==> src/hdl/rr_pkg.sv <==
`default_nettype none

package rr_pkg;

    localparam int DATA_W     = 32;
    localparam int PC_W       = 32;
    localparam int REG_ADDR_W = 5;
    localparam int TAG_W      = 4;
    localparam int ALU_OP_W   = 3;
    localparam int NUM_REGS   = 32;

    // Shift amount taken from the low bits of the second operand.
    localparam int SHAMT_W    = 5;

    // Operand and result value.
    typedef logic [DATA_W-1:0] data_t;

    // Instruction address carried along with each micro-op.
    typedef logic [PC_W-1:0] pc_t;

    // Register index. Register 0 always reads zero.
    typedef logic [REG_ADDR_W-1:0] reg_addr_t;

    // Rolling tag of an in-flight micro-op.
    typedef logic [TAG_W-1:0] tag_t;

    typedef enum logic [ALU_OP_W-1:0] {
        ALU_ADD = 3'd0,
        ALU_SUB = 3'd1,
        ALU_AND = 3'd2,
        ALU_OR  = 3'd3,
        ALU_XOR = 3'd4,
        ALU_SLL = 3'd5,
        ALU_SRL = 3'd6
    } alu_op_e;

endpackage

`default_nettype wire

==> src/hdl/uop_if.sv <==
`timescale 1ns/1ps
`default_nettype none

interface uop_if;

    logic              valid;
    rr_pkg::pc_t       pc;
    rr_pkg::alu_op_e   op;
    rr_pkg::reg_addr_t rd;
    rr_pkg::reg_addr_t rs1;
    rr_pkg::reg_addr_t rs2;
    logic              rs1_en;
    logic              rs2_en;
    logic              use_imm;
    rr_pkg::data_t     imm;
    rr_pkg::tag_t      tag;
    // Operand values, filled in by the register-read stage.
    rr_pkg::data_t     rs1_data;
    rr_pkg::data_t     rs2_data;

    modport producer (
        output valid, pc, op, rd, rs1, rs2, rs1_en, rs2_en,
        output use_imm, imm, tag, rs1_data, rs2_data
    );

    modport consumer (
        input valid, pc, op, rd, rs1, rs2, rs1_en, rs2_en,
        input use_imm, imm, tag, rs1_data, rs2_data
    );

endinterface

`default_nettype wire

==> src/hdl/wb_if.sv <==
`timescale 1ns/1ps
`default_nettype none

interface wb_if;

    logic              valid;
    rr_pkg::reg_addr_t rd;
    rr_pkg::tag_t      tag;
    rr_pkg::data_t     data;

    modport source (
        output valid, rd, tag, data
    );

    modport sink (
        input valid, rd, tag, data
    );

endinterface

`default_nettype wire

==> src/hdl/int_execute.sv <==
`timescale 1ns/1ps
`default_nettype none

module int_execute (
    input  wire logic         clk_i,
    input  wire logic         rstn_i,

    uop_if.consumer           uop_i,

    wb_if.source              wb_o,
    output rr_pkg::pc_t       res_pc_o
);

    rr_pkg::data_t                  op_a;
    rr_pkg::data_t                  op_b;
    rr_pkg::data_t                  result;
    logic [rr_pkg::SHAMT_W-1:0]     shamt;

    assign op_a  = uop_i.rs1_data;
    assign op_b  = uop_i.use_imm ? uop_i.imm : uop_i.rs2_data;
    assign shamt = op_b[rr_pkg::SHAMT_W-1:0];

    always_comb begin
        case (uop_i.op)
            rr_pkg::ALU_ADD: result = op_a + op_b;
            rr_pkg::ALU_SUB: result = op_a - op_b;
            rr_pkg::ALU_AND: result = op_a & op_b;
            rr_pkg::ALU_OR:  result = op_a | op_b;
            rr_pkg::ALU_XOR: result = op_a ^ op_b;
            rr_pkg::ALU_SLL: result = op_a << shamt;
            rr_pkg::ALU_SRL: result = op_a >> shamt;
            default:         result = '0;
        endcase
    end

    always_ff @(posedge clk_i) begin
        if (!rstn_i) begin
            wb_o.valid <= 1'b0;
        end else begin
            wb_o.valid <= uop_i.valid;
        end
    end

    // Result payload, qualified by wb_o.valid.
    always_ff @(posedge clk_i) begin
        wb_o.rd   <= uop_i.rd;
        wb_o.tag  <= uop_i.tag;
        wb_o.data <= result;
        res_pc_o  <= uop_i.pc;
    end

endmodule

`default_nettype wire

==> src/hdl/operand_read.sv <==
`timescale 1ns/1ps
`default_nettype none

module operand_read (
    input  wire logic              clk_i,
    input  wire logic              rstn_i,

    uop_if.consumer                uop_i,
    uop_if.producer                uop_o,

    output rr_pkg::reg_addr_t      rd_addr1_o,
    output rr_pkg::reg_addr_t      rd_addr2_o,
    input  wire rr_pkg::data_t     rd_data1_i,
    input  wire rr_pkg::data_t     rd_data2_i,
    input  wire logic              rd_ready1_i,
    input  wire logic              rd_ready2_i,

    output logic                   claim_valid_o,
    output rr_pkg::reg_addr_t      claim_addr_o,
    output rr_pkg::tag_t           claim_tag_o,

    output logic                   stall_o
);

    logic src_pending;

    assign rd_addr1_o = uop_i.rs1;
    assign rd_addr2_o = uop_i.rs2;

    assign src_pending = (uop_i.rs1_en && !rd_ready1_i) || (uop_i.rs2_en && !rd_ready2_i);
    assign stall_o     = uop_i.valid && src_pending;

    // Destination is claimed only when the micro-op moves on.
    assign claim_valid_o = uop_i.valid && !stall_o;
    assign claim_addr_o  = uop_i.rd;
    assign claim_tag_o   = uop_i.tag;

    always_ff @(posedge clk_i) begin
        if (!rstn_i) begin
            uop_o.valid <= 1'b0;
        end else begin
            uop_o.valid <= uop_i.valid && !stall_o;
        end
    end

    always_ff @(posedge clk_i) begin
        uop_o.pc       <= uop_i.pc;
        uop_o.op       <= uop_i.op;
        uop_o.rd       <= uop_i.rd;
        uop_o.rs1      <= uop_i.rs1;
        uop_o.rs2      <= uop_i.rs2;
        uop_o.rs1_en   <= uop_i.rs1_en;
        uop_o.rs2_en   <= uop_i.rs2_en;
        uop_o.use_imm  <= uop_i.use_imm;
        uop_o.imm      <= uop_i.imm;
        uop_o.tag      <= uop_i.tag;
        uop_o.rs1_data <= rd_data1_i;
        uop_o.rs2_data <= rd_data2_i;
    end

endmodule

`default_nettype wire

==> src/hdl/pipe_ctrl.sv <==
`timescale 1ns/1ps
`default_nettype none

module pipe_ctrl (
    input  wire logic              clk_i,
    input  wire logic              rstn_i,

    input  wire logic              issue_valid_i,
    output logic                   issue_ready_o,
    input  wire rr_pkg::alu_op_e   issue_op_i,
    input  wire rr_pkg::reg_addr_t issue_rd_i,
    input  wire rr_pkg::reg_addr_t issue_rs1_i,
    input  wire rr_pkg::reg_addr_t issue_rs2_i,
    input  wire logic              issue_use_imm_i,
    input  wire rr_pkg::data_t     issue_imm_i,
    input  wire rr_pkg::pc_t       issue_pc_i,

    input  wire logic              stall_i,
    uop_if.producer                uop_o
);

    rr_pkg::tag_t tag_q;
    logic         issue_fire;

    assign issue_ready_o = !stall_i;
    assign issue_fire    = issue_valid_i && issue_ready_o;

    always_ff @(posedge clk_i) begin
        if (!rstn_i) begin
            tag_q <= '0;
        end else if (issue_fire) begin
            tag_q <= tag_q + 1'b1;
        end
    end

    assign uop_o.valid   = issue_valid_i;
    assign uop_o.pc      = issue_pc_i;
    assign uop_o.op      = issue_op_i;
    assign uop_o.rd      = issue_rd_i;
    assign uop_o.rs1     = issue_rs1_i;
    assign uop_o.rs2     = issue_rs2_i;
    assign uop_o.use_imm = issue_use_imm_i;
    assign uop_o.imm     = issue_imm_i;
    assign uop_o.tag     = tag_q;

    // rs1 is always read. rs2 only without an immediate.
    assign uop_o.rs1_en  = 1'b1;
    assign uop_o.rs2_en  = !issue_use_imm_i;

    // Operand values are filled in by the read stage.
    assign uop_o.rs1_data = '0;
    assign uop_o.rs2_data = '0;

endmodule

`default_nettype wire

==> src/hdl/rr_core_top.sv <==
`timescale 1ns/1ps
`default_nettype none

module rr_core_top (
    input  wire logic              clk_i,
    input  wire logic              rstn_i,

    input  wire logic              issue_valid_i,
    output logic                   issue_ready_o,
    input  wire rr_pkg::alu_op_e   issue_op_i,
    input  wire rr_pkg::reg_addr_t issue_rd_i,
    input  wire rr_pkg::reg_addr_t issue_rs1_i,
    input  wire rr_pkg::reg_addr_t issue_rs2_i,
    input  wire logic              issue_use_imm_i,
    input  wire rr_pkg::data_t     issue_imm_i,
    input  wire rr_pkg::pc_t       issue_pc_i,

    output logic                   res_valid_o,
    output rr_pkg::reg_addr_t      res_rd_o,
    output rr_pkg::data_t          res_data_o,
    output rr_pkg::pc_t            res_pc_o
);

    uop_if ctrl_uop ();
    uop_if exe_uop ();
    wb_if  wb ();

    logic              stall;
    rr_pkg::reg_addr_t rd_addr1;
    rr_pkg::reg_addr_t rd_addr2;
    rr_pkg::data_t     rd_data1;
    rr_pkg::data_t     rd_data2;
    logic              rd_ready1;
    logic              rd_ready2;
    logic              claim_valid;
    rr_pkg::reg_addr_t claim_addr;
    rr_pkg::tag_t      claim_tag;

    pipe_ctrl ctrl0 (
        .clk_i           (clk_i),
        .rstn_i          (rstn_i),
        .issue_valid_i   (issue_valid_i),
        .issue_ready_o   (issue_ready_o),
        .issue_op_i      (issue_op_i),
        .issue_rd_i      (issue_rd_i),
        .issue_rs1_i     (issue_rs1_i),
        .issue_rs2_i     (issue_rs2_i),
        .issue_use_imm_i (issue_use_imm_i),
        .issue_imm_i     (issue_imm_i),
        .issue_pc_i      (issue_pc_i),
        .stall_i         (stall),
        .uop_o           (ctrl_uop)
    );

    operand_read rr0 (
        .clk_i         (clk_i),
        .rstn_i        (rstn_i),
        .uop_i         (ctrl_uop),
        .uop_o         (exe_uop),
        .rd_addr1_o    (rd_addr1),
        .rd_addr2_o    (rd_addr2),
        .rd_data1_i    (rd_data1),
        .rd_data2_i    (rd_data2),
        .rd_ready1_i   (rd_ready1),
        .rd_ready2_i   (rd_ready2),
        .claim_valid_o (claim_valid),
        .claim_addr_o  (claim_addr),
        .claim_tag_o   (claim_tag),
        .stall_o       (stall)
    );

    tagged_reg_file rf0 (
        .clk_i         (clk_i),
        .rstn_i        (rstn_i),
        .rd_addr1_i    (rd_addr1),
        .rd_addr2_i    (rd_addr2),
        .rd_data1_o    (rd_data1),
        .rd_data2_o    (rd_data2),
        .rd_ready1_o   (rd_ready1),
        .rd_ready2_o   (rd_ready2),
        .claim_valid_i (claim_valid),
        .claim_addr_i  (claim_addr),
        .claim_tag_i   (claim_tag),
        .wb_i          (wb)
    );

    int_execute exe0 (
        .clk_i    (clk_i),
        .rstn_i   (rstn_i),
        .uop_i    (exe_uop),
        .wb_o     (wb),
        .res_pc_o (res_pc_o)
    );

    // Results leave straight from the writeback broadcast.
    assign res_valid_o = wb.valid;
    assign res_rd_o    = wb.rd;
    assign res_data_o  = wb.data;

endmodule

`default_nettype wire

==> src/hdl/tagged_reg_file.sv <==
`timescale 1ns/1ps
`default_nettype none

module tagged_reg_file (
    input  wire logic              clk_i,
    input  wire logic              rstn_i,

    input  wire rr_pkg::reg_addr_t rd_addr1_i,
    input  wire rr_pkg::reg_addr_t rd_addr2_i,
    output rr_pkg::data_t          rd_data1_o,
    output rr_pkg::data_t          rd_data2_o,
    output logic                   rd_ready1_o,
    output logic                   rd_ready2_o,

    input  wire logic              claim_valid_i,
    input  wire rr_pkg::reg_addr_t claim_addr_i,
    input  wire rr_pkg::tag_t      claim_tag_i,

    wb_if.sink                     wb_i
);

    rr_pkg::data_t     regs_q [rr_pkg::NUM_REGS];
    logic              pend_q [rr_pkg::NUM_REGS];
    rr_pkg::tag_t      tag_q  [rr_pkg::NUM_REGS];

    rr_pkg::reg_addr_t rd_addr  [2];
    rr_pkg::data_t     rd_data  [2];
    logic              rd_ready [2];

    assign rd_addr[0] = rd_addr1_i;
    assign rd_addr[1] = rd_addr2_i;

    // Both read ports share the same lookup with writeback forwarding.
    always_comb begin
        for (int p = 0; p < 2; p++) begin
            if (rd_addr[p] == '0) begin
                rd_data[p]  = '0;
                rd_ready[p] = 1'b1;
            end else if (wb_i.valid && wb_i.rd == rd_addr[p] && pend_q[rd_addr[p]] &&
                         wb_i.tag == tag_q[rd_addr[p]]) begin
                rd_data[p]  = wb_i.data;
                rd_ready[p] = 1'b1;
            end else begin
                rd_data[p]  = regs_q[rd_addr[p]];
                rd_ready[p] = !pend_q[rd_addr[p]];
            end
        end
    end

    assign rd_data1_o  = rd_data[0];
    assign rd_data2_o  = rd_data[1];
    assign rd_ready1_o = rd_ready[0];
    assign rd_ready2_o = rd_ready[1];

    always_ff @(posedge clk_i) begin
        if (!rstn_i) begin
            for (int i = 0; i < rr_pkg::NUM_REGS; i++) begin
                regs_q[i] <= '0;
                pend_q[i] <= 1'b0;
            end
        end else begin
            if (wb_i.valid && wb_i.rd != '0) begin
                regs_q[wb_i.rd] <= wb_i.data;
                // Only the youngest writer releases the register.
                if (wb_i.tag == tag_q[wb_i.rd]) begin
                    pend_q[wb_i.rd] <= 1'b0;
                end
            end
            // A new claim wins over a clear in the same cycle.
            if (claim_valid_i && claim_addr_i != '0) begin
                pend_q[claim_addr_i] <= 1'b1;
            end
        end
    end

    always_ff @(posedge clk_i) begin
        if (claim_valid_i && claim_addr_i != '0) begin
            tag_q[claim_addr_i] <= claim_tag_i;
        end
    end

endmodule

`default_nettype wire

==> config.mk <==
export PLATFORM = sky130hd
export DESIGN_NAME = rr_core_top
export DESIGN_NICKNAME = d
export VERILOG_FILES = /design/src/hdl/rr_pkg.sv /design/src/hdl/uop_if.sv /design/src/hdl/wb_if.sv /design/src/hdl/int_execute.sv /design/src/hdl/operand_read.sv /design/src/hdl/pipe_ctrl.sv /design/src/hdl/rr_core_top.sv /design/src/hdl/tagged_reg_file.sv
export SDC_FILE = /design/constraint.sdc
export NUM_CORES = 2
export LEC_CHECK = 0
export BUFFER_PORTS_ARGS = -buffer_cell sky130_fd_sc_hd__clkbuf_2
export CELL_PAD_IN_SITES_DETAIL_PLACEMENT = 1
export CELL_PAD_IN_SITES_GLOBAL_PLACEMENT = 2
export CORE_MARGIN = 4
export CORE_UTILIZATION = 43
export CTS_BUF_LIST = sky130_fd_sc_hd__clkbuf_4
export DETAILED_ROUTE_END_ITERATION = 7
export GPL_ROUTABILITY_DRIVEN = 0
export PLACE_DENSITY = 0.88
export REMOVE_ABC_BUFFERS = 1
export SETUP_SLACK_MARGIN = 0.05
export SYNTH_ARGS = -nofsm -noshare
export SYNTH_HDL_FRONTEND = slang
export SYNTH_SLANG_ARGS = --single-unit
==> constraint.sdc <==
create_clock -name clk_i -period 4.9 [get_ports clk_i]
set_input_delay 0.245 -clock clk_i [delete_from_list [all_inputs] [get_ports clk_i]]
set_output_delay 0.245 -clock clk_i [all_outputs]
set_load 0.01 [all_outputs]
==> out/results.ini <==
[yosys]
ys_types = 77
seq_area_frac_synth = 0.525
synth.yosys.warnings = 0
async_flop_share = 0
mappedNetlistArea_mm2 = 0.0756
number_of_flops_mapped_to_enable_cells_by_yosys = 1152
synth_top_cell_by_area = edfxtp_1
synth_top_area_frac = 0.458
ys_top_cells_by_area = edfxtp_1, mux4_2, and2_1
postSynthAreaPerCell_um2 = 14.4
yosys_register_bits = 1404
postSynth.topFlopCell = edfxtp_1
post_synth_inst_count = 5263

[pwr]
powerDensity_mw_per_mm2 = 356
power_report.internal_total_w = 0.0214
vdd.ir_drop.worst_uv = 293
pwr-share-comb = 0.184
clock_power_share = 0.362
pwr-share-seq = 0.454
netSwitchingFraction = 0.313
static-leakage-power_nw = 32.3
total_switching_power_w = 0.00972

[cells_and_area]
final_core_utilization = 0.501
area.growth.synth_to_final_pct = 15.4
final_instance_area_mm2 = 0.0872
nNetsFinal = 5953
layout-drive-gt1-share = 0.308

[sta]
worst_slew_pin_slew_ns = 1.37
fmax_ghz = 0.217
rsz_0062_raised_after_global_routing = false
post-route-period-util = 0.941
slew-limit-headroom = 0.0858
layout_min_cycle_time_ns = 4.61
finalClockSkew_ns = 0.164
setup_total_negative_slack_ns = 0
report.final.setup_viol = 0
finalHoldViolCount = 0
hold_slack_ns = 0.105
slew_viol_final = 0

[floorplan]
die_area_mm2 = 0.182
placement_rows = 153
die_y_um = 427
start_util = 0.434
ioPinCount = 157
fp.coreArea_mm2 = 0.174
die_width_um = 427

[place]
io_buffer_count = 156
post_dp_cell_area_mm2 = 0.0800
hpwl_um = 181000

[detailed_routing]
starting_drc_count_in_detailed_routing = 8881
vias = 55500
postRouteWirelength_um = 296000
detail_route.vias_per_cell = 6.60
drtAntennaViolNets = 0
drt_first_pass_iters = 8
avgRoutedWirePerCell_um = 35.2
drc = 3

[critical_path]
worstReg2RegStart = rr0.uop_o.use_imm$_DFF_P_
timing.rr.end = exe0.wb_o.data[29]$_DFF_P_
critPathBufInv = 2
r2r_cells = 17
endpoint_arrival_time_on_the_critical_path_ns = 5.77
r2r_slack_ns = 0.29
endpoint_kind = register
critical_path_peak_fanout = 15
timing_worst_setup_path_type = register to register
timing.critical_path.max_delay_family = compound AO/OA/AOI/OAI gates
crit_path_frequent_cell = o31ai_1
cp_slowest_cell = dfxtp_4
crit_chain = buf_6, nand2b_1, o32ai_2, and3_1, nand4_1, o31ai_1, xnor2_1, ha_1, inv_1, nor4_1, a311oi_1, o21ai_0, a41oi_2, o31ai_2, o21ai_1, a31oi_1, o31ai_1
critPathRequiredTime_ns = 6.06
critical_path.startpoint_type = register
crit_path_max_incr_delay_ns = 0.48

[global_routing]
grt_overflow_total = 0
grt_pass1_wl_um = 417000
antenna_found_initial = 41
largest_net_degree_at_the_start_of_global_routing = 125
globalRouteTotalUtil = 0.321
grt_pass1_vias = 57800

[clocking]
clock_sinks = 1404
cts.clk_slew.worst_paths_ns = 0.06
numCtsBuffers = 392
clkLatencyLatePin_ns = 1.47
clock_root_cell = clkbuf_4
h-tree-depth = 5
clock_tree.buffer_depth = 4
tritoncts = done

[worst_hold_path]
hold_path_class = input port to register
timing.hold.worst_endpoint = rf0.pend_q[23]$_DFF_P_
whs_path_depth = 4
startpoint_of_the_worst_hold_path = issue_rd_i[3]

[run_status]
violations_in_the_final_reports = design-rule violations
outcome = complete, but fails checks

[job]
cap_violations = 0

==> synth_stat cells, types with 43 or more instances <==
library cell,instances
a211oi_1,74
ha_1,99
clkbuf_1,391
inv_1,86
and2_1,1002
buf_2,55
a21oi_1,105
nor2_1,211
o21ai_0,151
mux2i_1,228
mux4_2,750
buf_1,52
edfxtp_1,1152
xnor2_1,48
nand2_1,160
dfxtp_1,252
nand3_1,43
==> layout by cell type (no fill, tap or decap), drive strengths merged, types with 17 or more instances in the layout <==
cell         count
a211oi          74
nor2           211
mux2i          228
edfxtp        1152
ha              99
o21ai          166
diode           25
dfxtp          252
clkinv          60
a21o            17
xnor2           48
a21oi          105
and2          1002
a222oi          18
dlygate4sd3    212
nand3           43
inv             90
nand2          160
conb            36
buf            218
xor2            27
a22oi           27
clkbuf         772
o211ai          41
mux4           750
==> power by group through the flow <==
| stage | sequential (W) | clock [W] | combinational, W |
|---|---|---|---|
| final | 0.0141 | 0.0112 | 0.00574 |
| after global routing | 0.0141 | 0.0120 | 0.00597 |
| after CTS | 0.0141 | 0.0113 | 0.00556 |
| after detailed placement | 0.0143 | 0 | 0.00540 |
| after global placement | 0.0142 | 0 | 0.00530 |
| after floorplan | 0.0143 | 0 | 0.00271 |
==> layout make-up <==
cell class	instances	area, µm²
fillers	17200	87000
flip-flops and latches	1404	39600
multi-input cells	3300	34400
repair buffers	577	4820
clock buffers	625	4690
well taps	2325	2910
inverters	92	349
clock inverters	62	304
diodes	25	62.6
==> metal layers <==
metal,share of wire,GRT usage
met5,0.00028,0
met4,0.063,0.183
met1,0.34,0.401
met2,0.46,0.500
met3,0.13,0.0972
==> registers in the layout, indices dropped and copies added, names as in the netlist <==
register / cells
exe0.wb_o.rd: 5
rr0.uop_o.use_imm: 1
rr0.uop_o.tag: 4
rr0.uop_o.imm: 32
rf0.pend_q: 32
rf0.regs_q: 1024
rr0.uop_o.rd: 5
exe0.wb_o.data: 32
rr0.uop_o.rs2_data: 32
exe0.wb_o.valid: 1
exe0.wb_o.tag: 4
rr0.uop_o.rs1_data: 32
rf0.tag_q: 128
rr0.uop_o.valid: 1
rr0.uop_o.op: 3
rr0.uop_o.pc: 32
ctrl0.uop_o.tag: 4
exe0.res_pc_o: 32
==> tightest hold or removal path: cells and delay by family <==
family,cells,cell delay [ns]
buffers and inverters,2,0.81
and+or+nand+nor,1,0.22
AOI/OAI and AO/OA,1,0.14
==> timing repair <==
item                       4_1_cts  5_1_grt
gates resized for setup          2        8
cloned                           0        0
hold buffers                   212        0
buffers inserted                 0        5
setup endpoints to repair        4        6
hold endpoints to repair       333        0
==> worst max-delay path by stage <==
stage / startpoint / to / slack (ns) / cells after the start
4_1_cts: rr0.uop_o.use_imm$_DFF_P_ / exe0.wb_o.data[30]$_DFF_P_ / 0.13 / 16
2_1_floorplan: rr0.uop_o.use_imm$_DFF_P_ / exe0.wb_o.data[30]$_DFF_P_ / -4.55 / 14
3_3_place_gp: rr0.uop_o.use_imm$_DFF_P_ / exe0.wb_o.data[29]$_DFF_P_ / 0.07 / 18
3_5_place_dp: rr0.uop_o.use_imm$_DFF_P_ / exe0.wb_o.data[31]$_DFF_P_ / 0.04 / 18
5_1_grt: rf0.tag_q[26][3]$_DFFE_PP_ / issue_ready_o / 0.05 / 10
6_report: rr0.uop_o.use_imm$_DFF_P_ / exe0.wb_o.data[29]$_DFF_P_ / 0.29 / 17
==> through the flow <==
step / instances / total power (W) / setup WS (ns)
floorplan: 4796 / 0.0170 / -4.55
global placement: 7481 / 0.0196 / 0.0721
detailed placement: 7481 / 0.0197 / 0.0361
CTS: 8380 / 0.0309 / 0.130
global route: 8390 / 0.0322 / 0.0460
finish: 8410 / 0.0311 / 0.290
==> cells by family after synthesis <==
group	share of synthesized area
AO/OA/AOI/OAI	0.0479
XOR/XNOR	0.00869
adder cells (fa/ha/maj)	0.0167
buffers and inverters	0.0307
flip-flops	0.525
multiplexers	0.255
other	0.0000496
AND/OR/NAND/NOR	0.116
Note: power is estimated with default switching activity, not from simulation.
